### config.mk
export PLATFORM = sky130hd
export DESIGN_NAME = core_top
export DESIGN_NICKNAME = d
export VERILOG_FILES = /design/src/cpu_pkg.sv /design/src/core_top.sv /design/src/exec_unit.sv /design/src/fetch_stage.sv /design/src/id_ex_reg.sv /design/src/inst_decoder.sv /design/src/reg_file.sv
export SDC_FILE = /design/constraint.sdc
export NUM_CORES = 2
export LEC_CHECK = 0
export ABC_AREA = 1
export BUFFER_PORTS_ARGS = -buffer_cell sky130_fd_sc_hd__buf_4
export CORE_MARGIN = 3
export CORE_UTILIZATION = 30
export DETAILED_ROUTE_END_ITERATION = 12
export PLACE_DENSITY = 0.54
export SETUP_SLACK_MARGIN = 0.5
export SLEW_MARGIN = 20
export SYNTH_ARGS = -nofsm -noshare
export SYNTH_HDL_FRONTEND = slang
export SYNTH_SLANG_ARGS = --single-unit
### constraint.sdc
create_clock -name clk -period 10.72 [get_ports clk]
set_input_delay 1.072 -clock clk [delete_from_list [all_inputs] [get_ports clk]]
set_output_delay 1.072 -clock clk [all_outputs]
set_load 0.005 [all_outputs]
### src/cpu_pkg.sv
package cpu_pkg;

    // basic widths
    typedef logic [31:0] data_t;
    typedef logic [4:0]  reg_addr_t;
    typedef logic [31:0] instr_t;

    // control codes
    typedef logic [3:0] alu_op_t;
    typedef logic [2:0] cmp_op_t;
    typedef logic [1:0] alu_src1_sel_t;
    typedef logic       alu_src2_sel_t;
    typedef logic       wb_data_sel_t;

    localparam alu_op_t ALU_ADD  = 4'd0;
    localparam alu_op_t ALU_SUB  = 4'd1;
    localparam alu_op_t ALU_SLL  = 4'd2;
    localparam alu_op_t ALU_SLT  = 4'd3;
    localparam alu_op_t ALU_SLTU = 4'd4;
    localparam alu_op_t ALU_XOR  = 4'd5;
    localparam alu_op_t ALU_SRL  = 4'd6;
    localparam alu_op_t ALU_SRA  = 4'd7;
    localparam alu_op_t ALU_OR   = 4'd8;
    localparam alu_op_t ALU_AND  = 4'd9;

    // same values as the branch funct3 field
    localparam cmp_op_t CMP_EQ  = 3'b000;
    localparam cmp_op_t CMP_NE  = 3'b001;
    localparam cmp_op_t CMP_LT  = 3'b100;
    localparam cmp_op_t CMP_GE  = 3'b101;
    localparam cmp_op_t CMP_LTU = 3'b110;
    localparam cmp_op_t CMP_GEU = 3'b111;

    localparam alu_src1_sel_t SRC1_RS1  = 2'd0;
    localparam alu_src1_sel_t SRC1_PC   = 2'd1;
    localparam alu_src1_sel_t SRC1_ZERO = 2'd2;

    localparam alu_src2_sel_t SRC2_RS2 = 1'b0;
    localparam alu_src2_sel_t SRC2_IMM = 1'b1;

    localparam wb_data_sel_t WB_ALU     = 1'b0;
    localparam wb_data_sel_t WB_PC_NEXT = 1'b1;

    // addi x0, x0, 0
    localparam instr_t NOP_INSTR = 32'h0000_0013;

endpackage

### src/core_top.sv
module core_top
    import cpu_pkg::*;
#(
    parameter data_t RESET_PC = 32'h0000_0000
) (
    input  logic      clk,
    input  logic      rst_i,
    // instruction port
    output data_t     imem_addr_o,
    input  instr_t    imem_data_i,
    // writeback trace
    output logic      wb_valid_o,
    output reg_addr_t wb_rd_o,
    output data_t     wb_data_o
);

    // fetch and decode
    data_t         if_pc;
    instr_t        if_instr;
    data_t         id_pc_next;
    reg_addr_t     id_rs1;
    reg_addr_t     id_rs2;
    reg_addr_t     id_rd;
    data_t         id_imm;
    data_t         id_rs1_data;
    data_t         id_rs2_data;
    logic          id_jump;
    logic          id_branch;
    logic          id_jalr;
    logic          id_reg_write;
    alu_src1_sel_t id_src1_sel;
    alu_src2_sel_t id_src2_sel;
    alu_op_t       id_alu_op;
    cmp_op_t       id_cmp_op;
    wb_data_sel_t  id_wb_sel;

    // execute
    data_t         ex_pc;
    data_t         ex_pc_next;
    data_t         ex_rs1_data;
    data_t         ex_rs2_data;
    data_t         ex_imm;
    logic          ex_jump;
    logic          ex_branch;
    logic          ex_jalr;
    logic          ex_reg_write;
    alu_src1_sel_t ex_src1_sel;
    alu_src2_sel_t ex_src2_sel;
    alu_op_t       ex_alu_op;
    cmp_op_t       ex_cmp_op;
    wb_data_sel_t  ex_wb_sel;
    reg_addr_t     ex_rd;
    reg_addr_t     ex_rs1;
    reg_addr_t     ex_rs2;
    logic          redirect;
    data_t         redirect_pc;

    // return address for jal and jalr
    assign id_pc_next = if_pc + 32'd4;

    fetch_stage #(
        .RESET_PC(RESET_PC)
    ) u_fetch (
        .clk          (clk),
        .rst_i        (rst_i),
        .redirect_i   (redirect),
        .redirect_pc_i(redirect_pc),
        .imem_data_i  (imem_data_i),
        .imem_addr_o  (imem_addr_o),
        .if_pc_o      (if_pc),
        .if_instr_o   (if_instr)
    );

    inst_decoder u_decoder (
        .instr_i       (if_instr),
        .rs1_o         (id_rs1),
        .rs2_o         (id_rs2),
        .rd_o          (id_rd),
        .imm_o         (id_imm),
        .jump_o        (id_jump),
        .branch_o      (id_branch),
        .jalr_o        (id_jalr),
        .reg_write_o   (id_reg_write),
        .alu_src1_sel_o(id_src1_sel),
        .alu_src2_sel_o(id_src2_sel),
        .alu_op_o      (id_alu_op),
        .cmp_op_o      (id_cmp_op),
        .wb_data_sel_o (id_wb_sel)
    );

    reg_file u_regs (
        .clk     (clk),
        .rst_i   (rst_i),
        .raddr1_i(id_rs1),
        .raddr2_i(id_rs2),
        .rdata1_o(id_rs1_data),
        .rdata2_o(id_rs2_data),
        .we_i    (wb_valid_o),
        .waddr_i (wb_rd_o),
        .wdata_i (wb_data_o)
    );

    id_ex_reg u_id_ex (
        .clk           (clk),
        .rst_i         (rst_i),
        .flush_i       (redirect),
        .pc_i          (if_pc),
        .pc_next_i     (id_pc_next),
        .rs1_data_i    (id_rs1_data),
        .rs2_data_i    (id_rs2_data),
        .imm_i         (id_imm),
        .jump_i        (id_jump),
        .branch_i      (id_branch),
        .jalr_i        (id_jalr),
        .reg_write_i   (id_reg_write),
        .alu_src1_sel_i(id_src1_sel),
        .alu_src2_sel_i(id_src2_sel),
        .alu_op_i      (id_alu_op),
        .cmp_op_i      (id_cmp_op),
        .wb_data_sel_i (id_wb_sel),
        .rd_i          (id_rd),
        .rs1_i         (id_rs1),
        .rs2_i         (id_rs2),
        .pc_o          (ex_pc),
        .pc_next_o     (ex_pc_next),
        .rs1_data_o    (ex_rs1_data),
        .rs2_data_o    (ex_rs2_data),
        .imm_o         (ex_imm),
        .jump_o        (ex_jump),
        .branch_o      (ex_branch),
        .jalr_o        (ex_jalr),
        .reg_write_o   (ex_reg_write),
        .alu_src1_sel_o(ex_src1_sel),
        .alu_src2_sel_o(ex_src2_sel),
        .alu_op_o      (ex_alu_op),
        .cmp_op_o      (ex_cmp_op),
        .wb_data_sel_o (ex_wb_sel),
        .rd_o          (ex_rd),
        .rs1_o         (ex_rs1),
        .rs2_o         (ex_rs2)
    );

    exec_unit u_exec (
        .clk           (clk),
        .rst_i         (rst_i),
        .pc_i          (ex_pc),
        .pc_next_i     (ex_pc_next),
        .rs1_data_i    (ex_rs1_data),
        .rs2_data_i    (ex_rs2_data),
        .imm_i         (ex_imm),
        .jump_i        (ex_jump),
        .branch_i      (ex_branch),
        .jalr_i        (ex_jalr),
        .reg_write_i   (ex_reg_write),
        .alu_src1_sel_i(ex_src1_sel),
        .alu_src2_sel_i(ex_src2_sel),
        .alu_op_i      (ex_alu_op),
        .cmp_op_i      (ex_cmp_op),
        .wb_data_sel_i (ex_wb_sel),
        .rd_i          (ex_rd),
        .rs1_i         (ex_rs1),
        .rs2_i         (ex_rs2),
        .redirect_o    (redirect),
        .redirect_pc_o (redirect_pc),
        .wb_we_o       (wb_valid_o),
        .wb_rd_o       (wb_rd_o),
        .wb_data_o     (wb_data_o)
    );

endmodule

### src/exec_unit.sv
module exec_unit
    import cpu_pkg::*;
(
    input  logic          clk,
    input  logic          rst_i,
    input  data_t         pc_i,
    input  data_t         pc_next_i,
    input  data_t         rs1_data_i,
    input  data_t         rs2_data_i,
    input  data_t         imm_i,
    input  logic          jump_i,
    input  logic          branch_i,
    input  logic          jalr_i,
    input  logic          reg_write_i,
    input  alu_src1_sel_t alu_src1_sel_i,
    input  alu_src2_sel_t alu_src2_sel_i,
    input  alu_op_t       alu_op_i,
    input  cmp_op_t       cmp_op_i,
    input  wb_data_sel_t  wb_data_sel_i,
    input  reg_addr_t     rd_i,
    input  reg_addr_t     rs1_i,
    input  reg_addr_t     rs2_i,
    output logic          redirect_o,
    output data_t         redirect_pc_o,
    output logic          wb_we_o,
    output reg_addr_t     wb_rd_o,
    output data_t         wb_data_o
);

    data_t op_a;
    data_t op_b;
    data_t alu_result;
    logic  cmp_true;

    // operand selection
    always_comb begin
        case (alu_src1_sel_i)
            SRC1_RS1: op_a = rs1_data_i;
            SRC1_PC:  op_a = pc_i;
            default:  op_a = '0;
        endcase
        op_b = (alu_src2_sel_i == SRC2_IMM) ? imm_i : rs2_data_i;
    end

    always_comb begin
        case (alu_op_i)
            ALU_SUB:  alu_result = op_a - op_b;
            ALU_SLL:  alu_result = op_a << op_b[4:0];
            ALU_SLT:  alu_result = {31'b0, $signed(op_a) < $signed(op_b)};
            ALU_SLTU: alu_result = {31'b0, op_a < op_b};
            ALU_XOR:  alu_result = op_a ^ op_b;
            ALU_SRL:  alu_result = op_a >> op_b[4:0];
            ALU_SRA:  alu_result = data_t'($signed(op_a) >>> op_b[4:0]);
            ALU_OR:   alu_result = op_a | op_b;
            ALU_AND:  alu_result = op_a & op_b;
            default:  alu_result = op_a + op_b;
        endcase
    end

    // branch compare always on the two register values
    always_comb begin
        case (cmp_op_i)
            CMP_EQ:  cmp_true = (rs1_data_i == rs2_data_i);
            CMP_NE:  cmp_true = (rs1_data_i != rs2_data_i);
            CMP_LT:  cmp_true = ($signed(rs1_data_i) < $signed(rs2_data_i));
            CMP_GE:  cmp_true = ($signed(rs1_data_i) >= $signed(rs2_data_i));
            CMP_LTU: cmp_true = (rs1_data_i < rs2_data_i);
            CMP_GEU: cmp_true = (rs1_data_i >= rs2_data_i);
            default: cmp_true = 1'b0;
        endcase
    end

    assign redirect_o    = jump_i || (branch_i && cmp_true);
    assign redirect_pc_o = jalr_i ? ((rs1_data_i + imm_i) & ~32'd1) : (pc_i + imm_i);

    // no retire for x0 destinations
    assign wb_we_o   = reg_write_i && (rd_i != '0);
    assign wb_rd_o   = rd_i;
    assign wb_data_o = (wb_data_sel_i == WB_PC_NEXT) ? pc_next_i : alu_result;

    a_one_kind_of_jump: assert property (@(posedge clk) disable iff (rst_i)
        !(jump_i && branch_i));

    // operands from x0 arrive as zero through decode and the pipeline
    a_x0_operands: assert property (@(posedge clk) disable iff (rst_i)
        ((rs1_i == '0) |-> (rs1_data_i == '0)) and ((rs2_i == '0) |-> (rs2_data_i == '0)));

endmodule

### src/fetch_stage.sv
module fetch_stage
    import cpu_pkg::*;
#(
    parameter data_t RESET_PC = 32'h0000_0000
) (
    input  logic   clk,
    input  logic   rst_i,
    // redirect from execute
    input  logic   redirect_i,
    input  data_t  redirect_pc_i,
    // instruction port
    input  instr_t imem_data_i,
    output data_t  imem_addr_o,
    // IF/ID contents
    output data_t  if_pc_o,
    output instr_t if_instr_o
);

    data_t pc_q;

    // program counter
    always_ff @(posedge clk) begin
        if (rst_i) begin
            pc_q <= RESET_PC;
        end else if (redirect_i) begin
            pc_q <= redirect_pc_i;
        end else begin
            pc_q <= pc_q + 32'd4;
        end
    end

    assign imem_addr_o = pc_q;

    // IF/ID register, a redirect kills the word fetched this cycle
    always_ff @(posedge clk) begin
        if (rst_i || redirect_i) begin
            if_instr_o <= NOP_INSTR;
        end else begin
            if_instr_o <= imem_data_i;
        end
    end

    always_ff @(posedge clk) begin
        if_pc_o <= pc_q;
    end

endmodule

### src/id_ex_reg.sv
module id_ex_reg
    import cpu_pkg::*;
(
    input  logic          clk,
    input  logic          rst_i,
    input  logic          flush_i,
    // data
    input  data_t         pc_i,
    input  data_t         pc_next_i,
    input  data_t         rs1_data_i,
    input  data_t         rs2_data_i,
    input  data_t         imm_i,
    // control
    input  logic          jump_i,
    input  logic          branch_i,
    input  logic          jalr_i,
    input  logic          reg_write_i,
    input  alu_src1_sel_t alu_src1_sel_i,
    input  alu_src2_sel_t alu_src2_sel_i,
    input  alu_op_t       alu_op_i,
    input  cmp_op_t       cmp_op_i,
    input  wb_data_sel_t  wb_data_sel_i,
    // register addresses
    input  reg_addr_t     rd_i,
    input  reg_addr_t     rs1_i,
    input  reg_addr_t     rs2_i,
    output data_t         pc_o,
    output data_t         pc_next_o,
    output data_t         rs1_data_o,
    output data_t         rs2_data_o,
    output data_t         imm_o,
    output logic          jump_o,
    output logic          branch_o,
    output logic          jalr_o,
    output logic          reg_write_o,
    output alu_src1_sel_t alu_src1_sel_o,
    output alu_src2_sel_t alu_src2_sel_o,
    output alu_op_t       alu_op_o,
    output cmp_op_t       cmp_op_o,
    output wb_data_sel_t  wb_data_sel_o,
    output reg_addr_t     rd_o,
    output reg_addr_t     rs1_o,
    output reg_addr_t     rs2_o
);

    always_ff @(posedge clk) begin
        if (rst_i || flush_i) begin
            // bubble with every enable off
            pc_o           <= '0;
            pc_next_o      <= '0;
            rs1_data_o     <= '0;
            rs2_data_o     <= '0;
            imm_o          <= '0;
            jump_o         <= 1'b0;
            branch_o       <= 1'b0;
            jalr_o         <= 1'b0;
            reg_write_o    <= 1'b0;
            alu_src1_sel_o <= SRC1_RS1;
            alu_src2_sel_o <= SRC2_RS2;
            alu_op_o       <= ALU_ADD;
            cmp_op_o       <= CMP_EQ;
            wb_data_sel_o  <= WB_ALU;
            rd_o           <= '0;
            rs1_o          <= '0;
            rs2_o          <= '0;
        end else begin
            pc_o           <= pc_i;
            pc_next_o      <= pc_next_i;
            rs1_data_o     <= rs1_data_i;
            rs2_data_o     <= rs2_data_i;
            imm_o          <= imm_i;
            jump_o         <= jump_i;
            branch_o       <= branch_i;
            jalr_o         <= jalr_i;
            reg_write_o    <= reg_write_i;
            alu_src1_sel_o <= alu_src1_sel_i;
            alu_src2_sel_o <= alu_src2_sel_i;
            alu_op_o       <= alu_op_i;
            cmp_op_o       <= cmp_op_i;
            wb_data_sel_o  <= wb_data_sel_i;
            rd_o           <= rd_i;
            rs1_o          <= rs1_i;
            rs2_o          <= rs2_i;
        end
    end

    a_flush_kills: assert property (@(posedge clk)
        (rst_i || flush_i) |=> (!reg_write_o && !jump_o));

endmodule

### src/inst_decoder.sv
module inst_decoder
    import cpu_pkg::*;
(
    input  instr_t        instr_i,
    output reg_addr_t     rs1_o,
    output reg_addr_t     rs2_o,
    output reg_addr_t     rd_o,
    output data_t         imm_o,
    output logic          jump_o,
    output logic          branch_o,
    output logic          jalr_o,
    output logic          reg_write_o,
    output alu_src1_sel_t alu_src1_sel_o,
    output alu_src2_sel_t alu_src2_sel_o,
    output alu_op_t       alu_op_o,
    output cmp_op_t       cmp_op_o,
    output wb_data_sel_t  wb_data_sel_o
);

    localparam logic [6:0] OPC_OP     = 7'b0110011;
    localparam logic [6:0] OPC_OP_IMM = 7'b0010011;
    localparam logic [6:0] OPC_LUI    = 7'b0110111;
    localparam logic [6:0] OPC_AUIPC  = 7'b0010111;
    localparam logic [6:0] OPC_JAL    = 7'b1101111;
    localparam logic [6:0] OPC_JALR   = 7'b1100111;
    localparam logic [6:0] OPC_BRANCH = 7'b1100011;

    logic [6:0] opcode;
    logic [2:0] funct3;
    logic       funct7_b5;
    data_t      imm_i_type;
    data_t      imm_u_type;
    data_t      imm_b_type;
    data_t      imm_j_type;
    alu_op_t    arith_op;

    assign opcode    = instr_i[6:0];
    assign funct3    = instr_i[14:12];
    assign funct7_b5 = instr_i[30];

    assign rs1_o = instr_i[19:15];
    assign rs2_o = instr_i[24:20];
    assign rd_o  = instr_i[11:7];

    // immediate formats
    assign imm_i_type = {{20{instr_i[31]}}, instr_i[31:20]};
    assign imm_u_type = {instr_i[31:12], 12'b0};
    assign imm_b_type = {{20{instr_i[31]}}, instr_i[7], instr_i[30:25], instr_i[11:8], 1'b0};
    assign imm_j_type = {{12{instr_i[31]}}, instr_i[19:12], instr_i[20], instr_i[30:21], 1'b0};

    // funct3 to ALU op, bit 30 picks sub only for register ops
    always_comb begin
        case (funct3)
            3'b000:  arith_op = (opcode == OPC_OP && funct7_b5) ? ALU_SUB : ALU_ADD;
            3'b001:  arith_op = ALU_SLL;
            3'b010:  arith_op = ALU_SLT;
            3'b011:  arith_op = ALU_SLTU;
            3'b100:  arith_op = ALU_XOR;
            3'b101:  arith_op = funct7_b5 ? ALU_SRA : ALU_SRL;
            3'b110:  arith_op = ALU_OR;
            default: arith_op = ALU_AND;
        endcase
    end

    always_comb begin
        // bubble unless the opcode says otherwise
        imm_o          = imm_i_type;
        jump_o         = 1'b0;
        branch_o       = 1'b0;
        jalr_o         = 1'b0;
        reg_write_o    = 1'b0;
        alu_src1_sel_o = SRC1_RS1;
        alu_src2_sel_o = SRC2_RS2;
        alu_op_o       = ALU_ADD;
        cmp_op_o       = funct3;
        wb_data_sel_o  = WB_ALU;
        case (opcode)
            OPC_OP: begin
                reg_write_o = 1'b1;
                alu_op_o    = arith_op;
            end
            OPC_OP_IMM: begin
                reg_write_o    = 1'b1;
                alu_src2_sel_o = SRC2_IMM;
                alu_op_o       = arith_op;
            end
            OPC_LUI, OPC_AUIPC: begin
                imm_o          = imm_u_type;
                reg_write_o    = 1'b1;
                alu_src1_sel_o = (opcode == OPC_LUI) ? SRC1_ZERO : SRC1_PC;
                alu_src2_sel_o = SRC2_IMM;
            end
            OPC_JAL, OPC_JALR: begin
                imm_o         = (opcode == OPC_JAL) ? imm_j_type : imm_i_type;
                jump_o        = 1'b1;
                jalr_o        = (opcode == OPC_JALR);
                reg_write_o   = 1'b1;
                wb_data_sel_o = WB_PC_NEXT;
            end
            OPC_BRANCH: begin
                imm_o = imm_b_type;
                // funct3 010 and 011 are not branches
                branch_o = (funct3[2:1] != 2'b01);
            end
            default: ;
        endcase
    end

endmodule

### src/reg_file.sv
module reg_file
    import cpu_pkg::*;
(
    input  logic      clk,
    input  logic      rst_i,
    input  reg_addr_t raddr1_i,
    input  reg_addr_t raddr2_i,
    output data_t     rdata1_o,
    output data_t     rdata2_o,
    input  logic      we_i,
    input  reg_addr_t waddr_i,
    input  data_t     wdata_i
);

    data_t regs [32];
    logic  wr_en;

    // x0 is never stored
    assign wr_en = we_i && !rst_i && (waddr_i != '0);

    always_ff @(posedge clk) begin
        if (wr_en) begin
            regs[waddr_i] <= wdata_i;
        end
    end

    // write-through so decode sees the value retiring this cycle
    always_comb begin
        rdata1_o = regs[raddr1_i];
        if (wr_en && waddr_i == raddr1_i) begin
            rdata1_o = wdata_i;
        end
        if (raddr1_i == '0) begin
            rdata1_o = '0;
        end
        rdata2_o = regs[raddr2_i];
        if (wr_en && waddr_i == raddr2_i) begin
            rdata2_o = wdata_i;
        end
        if (raddr2_i == '0) begin
            rdata2_o = '0;
        end
    end

    a_x0_reads_zero: assert property (@(posedge clk) disable iff (rst_i)
        ((raddr1_i == '0) |-> (rdata1_o == '0)) and ((raddr2_i == '0) |-> (rdata2_o == '0)));

endmodule

# Word-level counts from Yosys, hierarchy flattened
# Memory sizes are Yosys's and may differ from the RTL's. A register that Yosys moved wholly into a read port is not among the register bits.
# Cells that the tools add are included.
[word_totals]
register_bits = 211
latchBits = 0
ram_bits = 1024
rom_bits = 0
in_bits = 34
word_cells = 112
memories = 1
[classes]
n_addsub = 6
multipliers = 0
n_div = 0
magnitude_cmp = 6
n_eq_ne = 31
shift = 3
muxes = 18
bitwise_logic = 7
reduce_logical = 25
[mem_list]
columns = ["memory", "words", "word_bits", "read_ports", "rd_ports_with_merged_regs", "wr", "line_no", "rtl"]
rows = [
  ["u_regs.regs", 32, 32, 2, 2, 1, "reg_file.sv:15", "data_t regs [32];"],
]
[op_table]
columns = ["operator", "count"]
rows = [
  ["32-bit case mux with 9 select lines", 1],
  ["32-bit less-than comparator", 4],
  ["32-bit 2-to-1 mux", 4],
  ["32-bit adder", 3],
  ["31-bit case mux with 3 select lines", 1],
  ["32-bit by 3-bit adder with 32-bit output, second input constant", 2],
  ["32-bit >= comparator", 2],
  ["32-bit case mux with 2 select lines", 1],
  ["32-bit AND", 1],
  ["32-bit == test", 1],
  ["32-bit != test", 1],
  ["32-bit OR", 1],
  ["32-bit by 5-bit left shift with 32-bit output", 1],
  ["32-bit by 5-bit >> shifter with 32-bit output", 1],
  ["32-bit by 5-bit >>> shifter with 32-bit output", 1],
  ["32-bit subtractor", 1],
  ["32-bit XOR", 1],
  ["4-bit case mux with 7 select lines", 1],
  ["3-bit == test, second input constant", 7],
  ["7-bit == test, second input constant", 3],
  ["20-bit 2-to-1 mux", 1],
  ["2-bit OR reduction", 9],
  ["4-bit by 3-bit == test with 1-bit output, second input constant", 4],
  ["7-bit by 5-bit == test with 1-bit output, second input constant", 2],
  ["other kinds (21)", 42],
]

# Logic depth before layout (Yosys ltp)
[logic_depth]
ltp_word = 6
depth_mapped = 26
depth_no_buf = 23

# Hierarchy
# Synthesis repeated with hierarchy kept, for this count alone.
[hier_totals]
cells_unflattened = 10661
hier_area_um2 = 80348.3
[by_module_without_submodules]
columns = ["mod", "instances", "cells_per_inst", "area_per_inst_um2", "seq_area_each_um2"]
rows = [
  ["reg_file", 1, 6111, 53570.1, 30749.5],
  ["exec_unit", 1, 3158, 15979.1, 0.0],
  ["id_ex_reg", 1, 593, 5476.5, 3803.6],
  ["fetch_stage", 1, 470, 3557.2, 1921.8],
  ["core_top", 1, 175, 894.6, 0.0],
  ["inst_decoder", 1, 154, 870.8, 0.0],
]

# Least setup slack after synthesis
# OpenSTA, ideal clock, no wires.
[synth_timing]
path_kind = "flip-flop to output port"
startpoint = "reg u_id_ex.alu_src2_sel_o"
endpoint = "out wb_data_o[23]"
t_arrival_ns = 4.242
required_time_ns = 9.648
path_slack_ns = 5.406
path_stages_with_launch = 23
cell_sequence = "dfxtp_1 > buf_4 > inv_2 > or2_2 > o21ai_1 > buf_2 > clkbuf_1 > ha_1 > clkbuf_1 > inv_1 > a21oi_1 > nor2_1 > nor2_1 > nand2_1 > nand2_1 > nand2_1 > nand2_1 > nand2_1 > xor2_1 > nand2_1 > nand2_1 > inv_1 > a21boi_0"
[synth_via]
elab_chain_len = 4
[synth_lines]
columns = ["element", "line_no", "rtl"]
rows = [
  ["start: declaration", "id_ex_reg.sv:37", "output alu_src2_sel_t alu_src2_sel_o,"],
  ["start signal: assignment", "id_ex_reg.sv:77", "alu_src2_sel_o <= alu_src2_sel_i;"],
  ["32-bit 2-to-1 mux (*)", "exec_unit.sv:42", "op_b = (alu_src2_sel_i == SRC2_IMM) ? imm_i : rs2_data_i;"],
  ["32-bit adder (tied with other cells)", "exec_unit.sv:56", "default: alu_result = op_a + op_b;"],
  ["32-bit case mux with 9 select lines (*)", "exec_unit.sv:46", "case (alu_op_i)"],
  ["32-bit 2-to-1 mux (*)", "exec_unit.sv:79", "assign wb_data_o = (wb_data_sel_i == WB_PC_NEXT) ? pc_next_i : alu_result;"],
  ["end: declaration", "core_top.sv:14", "output data_t wb_data_o"],
]
# Every way passes the cells marked *; elsewhere a longest branch is shown, timed or not.

# Final worst setup path
[layout_timing]
startpoint = "reg u_id_ex.alu_src2_sel_o"
endpoint = "out wb_data_o[6]"
# Same word-level chain as after synthesis.

==> results.toml <==
[synthesis]
synth-seq-cells = 1297
synth_top_area_cell = "edfxtp_1"
yosysUniqueCellTypes = 61
syn_area_um2 = 74400
yosysWarningCount = 0
yosysMostFrequentCell = "nand2_1"
ys.flop_type = "edfxtp_1"
async_reset_ff_share_pct = 0
syn_inst = 9154
synth_top_area_share_pct = 41.3
synth_common_cells = "1,406 x nand2_1, 1,352 x o21ai_0, 1,024 x edfxtp_1"
ys_seq_area_share_pct = 48.7
synth.area.top_cells = "edfxtp_1 41%, o21ai_0 9.1%, dfxtp_1 7.3%, nand2_1 7.1%, a21oi_1 5.6%"
synth-edff-count = 1024
syn-mean-instance-area_um2 = 8.13

[flow_run]
maxCapViolCount = 0

[final_layout]
postLayoutCellArea_um2 = 83600
area_delta_synth_final_pct = 12.3
instances_no_fill = 12448
multi_input_area_um2 = 33100
nFillCells = 25748
ff_latch_area_um2 = 36200
drive_gt1_share_pct = 6.40
fin_nets = 9238

[worst_setup_path]
crit_arrival_ns = 6.83
crit_path_start_kind = "register"
reg2reg_setup_slack_ns = 4.61
path_class = "register to primary output"
cp-startpoint = "u_id_ex.alu_src2_sel_o$_SDFF_PP0_"
endpoint_kind = "primary output"
r2r-start = "u_id_ex.alu_src2_sel_o$_SDFF_PP0_"
crit_top_cell = "buf_4"
r2r_cells = 22
crit_fanout = 55
r2r-end = "u_id_ex.rs1_data_o[25]$_SDFF_PP0_"
slowest_delay_ns = 0.63
crit_slowest_cell = "dfxtp_2"
critPathRequiredTime_ns = 9.65
path_cells = "buf_4, inv_2, or2_1, o21ai_4, buf_4, ha_1, or2_2, nand3_1, nand2_1, o21ai_0, a21oi_1, nor2_1, o21ai_0, a21oi_1, nand3b_1, nand2_1, inv_1, buf_4"

[grt]
grt_pass1_wl_um = 493000
grt_antenna_before_repair = 18
grt_pass1_vias = 66152
grt_overflow = 0
grt_max_degree = 215
grt_usage_pct = 26.6

[sta]
timing.final.crit_share_pct = 73.7
relSlewSlack_pct = 22.5
maxSlewViolCount = 0
finalHoldViolCount = 0
final.min_clock_period_ns = 7.90
rsz0062_at_grt = "no"
setup_violations = 0
max_freq_mhz = 127
tightest_slew_ns = 1.16
fin_tns_setup_ns = 0
finalClockSkew_ns = 0.0652

[route]
wl_um = 353000
top_layer_used = "met5"
viasPerCell = 5.67
wl_per_cell_um = 28.3
drc = 0
met3_length_um = 31200
wl_met2_um = 157000
ant_nets = 0
met1_length_um = 145000
drt-pass1-iter-count = 6
vias = 70620
drtIter0Drc = 9128

[clock_network]
cts.sinks = 1297
cts_buffers = 149
root_buffer = "clkbuf_16"
clk_path_buf_depth = 3
path_clk_slew_ns = 0.06
cts_tree = "yes"
post_cts_buffers = 0
cts_resized = 0
insertion_delay_ns = 0.84
hold_buffers = 0
h-tree-depth = 4

[placement]
place_hpwl_um = 233000
gp_congestion = 1.01
placed_area_um2 = 78800
dp_cells = 12169
port_buffers = 103

[power]
ir_drop_mv = 0.144
p_per_area_nw_per_um2 = 166
power_leakage_nw = 31.4
seqPwrFrac_pct = 42.8
pwr-share-clk_pct = 36.5
total_power_mw = 13.9
combPwrFrac_pct = 20.8
p_int_mw = 9.35
p_sw_share_pct = 32.7
power_switching_mw = 4.54

[floorplan]
dieArea_um2 = 254000
io_pins = 104
num_rows = 182
coreArea_um2 = 246000
die_w_um = 504
start_util_pct = 30.2
die_y_um = 504

[hold_path]
min_delay_path_depth = 0
holdPathEnd = "u_fetch.if_pc_o[15]$_DFF_P_"
hold_path.startpoint = "u_fetch.imem_addr_o[15]$_SDFF_PP0_"
hp-class = "register to register"

[run_status]
outcome = "completed"
==> area by class of cell <==
cell class / instances / share of cell area, %
clock inverters: 73 / 0.935
multi-input cells: 6441 / 39.6
well taps: 3312 / 4.96
diodes: 9 / 0.0269
flip-flops and latches: 1297 / 43.4
clock buffers: 197 / 4.77
repair buffers: 260 / 2.50
inverters: 859 / 3.88
==> cell families after synthesis <==
family / synth area share [%]
AND/OR/NAND/NOR: 19.5
AO/OA/AOI/OAI: 20.1
buffers and inverters: 7.53
flip-flops: 48.7
adder cells (fa/ha/maj): 3.34
XOR/XNOR: 0.906
multiplexers: 0.0269
other: 0.00504
==> state kept, by name, summed over array words and instances, names as in the netlist, 2 cells and up <==
name / flops
u_regs.regs: 1024
u_id_ex.alu_src1_sel_o: 2
u_fetch.if_pc_o: 32
u_id_ex.alu_op_o: 4
u_fetch.if_instr_o: 32
u_id_ex.rs2_data_o: 32
u_id_ex.rs1_data_o: 32
u_id_ex.imm_o: 32
u_id_ex.pc_next_o: 32
u_fetch.imem_addr_o: 32
u_id_ex.pc_o: 30
u_id_ex.cmp_op_o: 3
u_id_ex.rd_o: 5
==> power by group through the flow <==
stage	combinational [mW]	clock [mW]	sequential [mW]
after detailed placement	2.81	0	6.04
after CTS	2.82	5.14	5.93
after floorplan	1.63	0	5.95
after global placement	2.81	0	6.04
final	2.88	5.06	5.94
after global routing	3.10	5.34	5.93
==> cells in the final DEF (no fill, tap or decap), types with 12 or more instances in the layout <==
master and count:
clkinv_1 35, ha_1 192, inv_1 837, nand4_1 134, nor3_1 53, nand3_1 811
clkbuf_1 42, a211oi_1 22, nor2_1 891, a221oi_1 12, o22ai_1 87, clkinv_2 13
nand2_1 1405, a31oi_1 14, a21o_1 12, clkbuf_16 151, edfxtp_1 1024, o211ai_1 265
conb_1 32, o21ai_0 1352, nor2_4 39, o221ai_1 49, or2_2 26, xnor2_1 19
dfxtp_1 262, o21bai_1 16, xor2_1 58, inv_2 13, a21oi_1 826, buf_4 249
==> per-layer routing <==
metal / vias to the layer above / GRT usage, %
met3: 815 / 4.91
li1: 31645 / -
met5: - / 0
met2: 3886 / 41.7
met1: 34264 / 35.2
met4: 10 / 13.1
==> worst max path at each step <==
stage               endpoint
2_1_floorplan  wb_data_o[23]
3_3_place_gp    wb_data_o[6]
3_5_place_dp    wb_data_o[6]
4_1_cts         wb_data_o[6]
5_1_grt         wb_data_o[6]
6_report        wb_data_o[6]
==> critical path, delay by kind of cell (launching register included) <==
| family | cells | cell delay (ns) |
|---|---|---|
| adder cells (fa/ha/maj) | 1 | 0.51 |
| buffers and inverters | 5 | 1.97 |
| AO/OA/AOI/OAI | 5 | 1.06 |
| flip-flops | 1 | 0.63 |
| AND/OR/NAND/NOR | 7 | 1.82 |
==> per-stage QoR <==
stage                     setup WS [ns]  util, %  hold slack (ns)
after global placement             3.96     32.0            0.390
after floorplan                    5.41        -            0.367
final                              2.82     33.9            0.398
after detailed placement           3.91     32.0            0.388
after CTS                          3.03     33.9            0.401
after global routing               2.74     33.9            0.409
No activity file was read; power rests on OpenSTA's default activity.
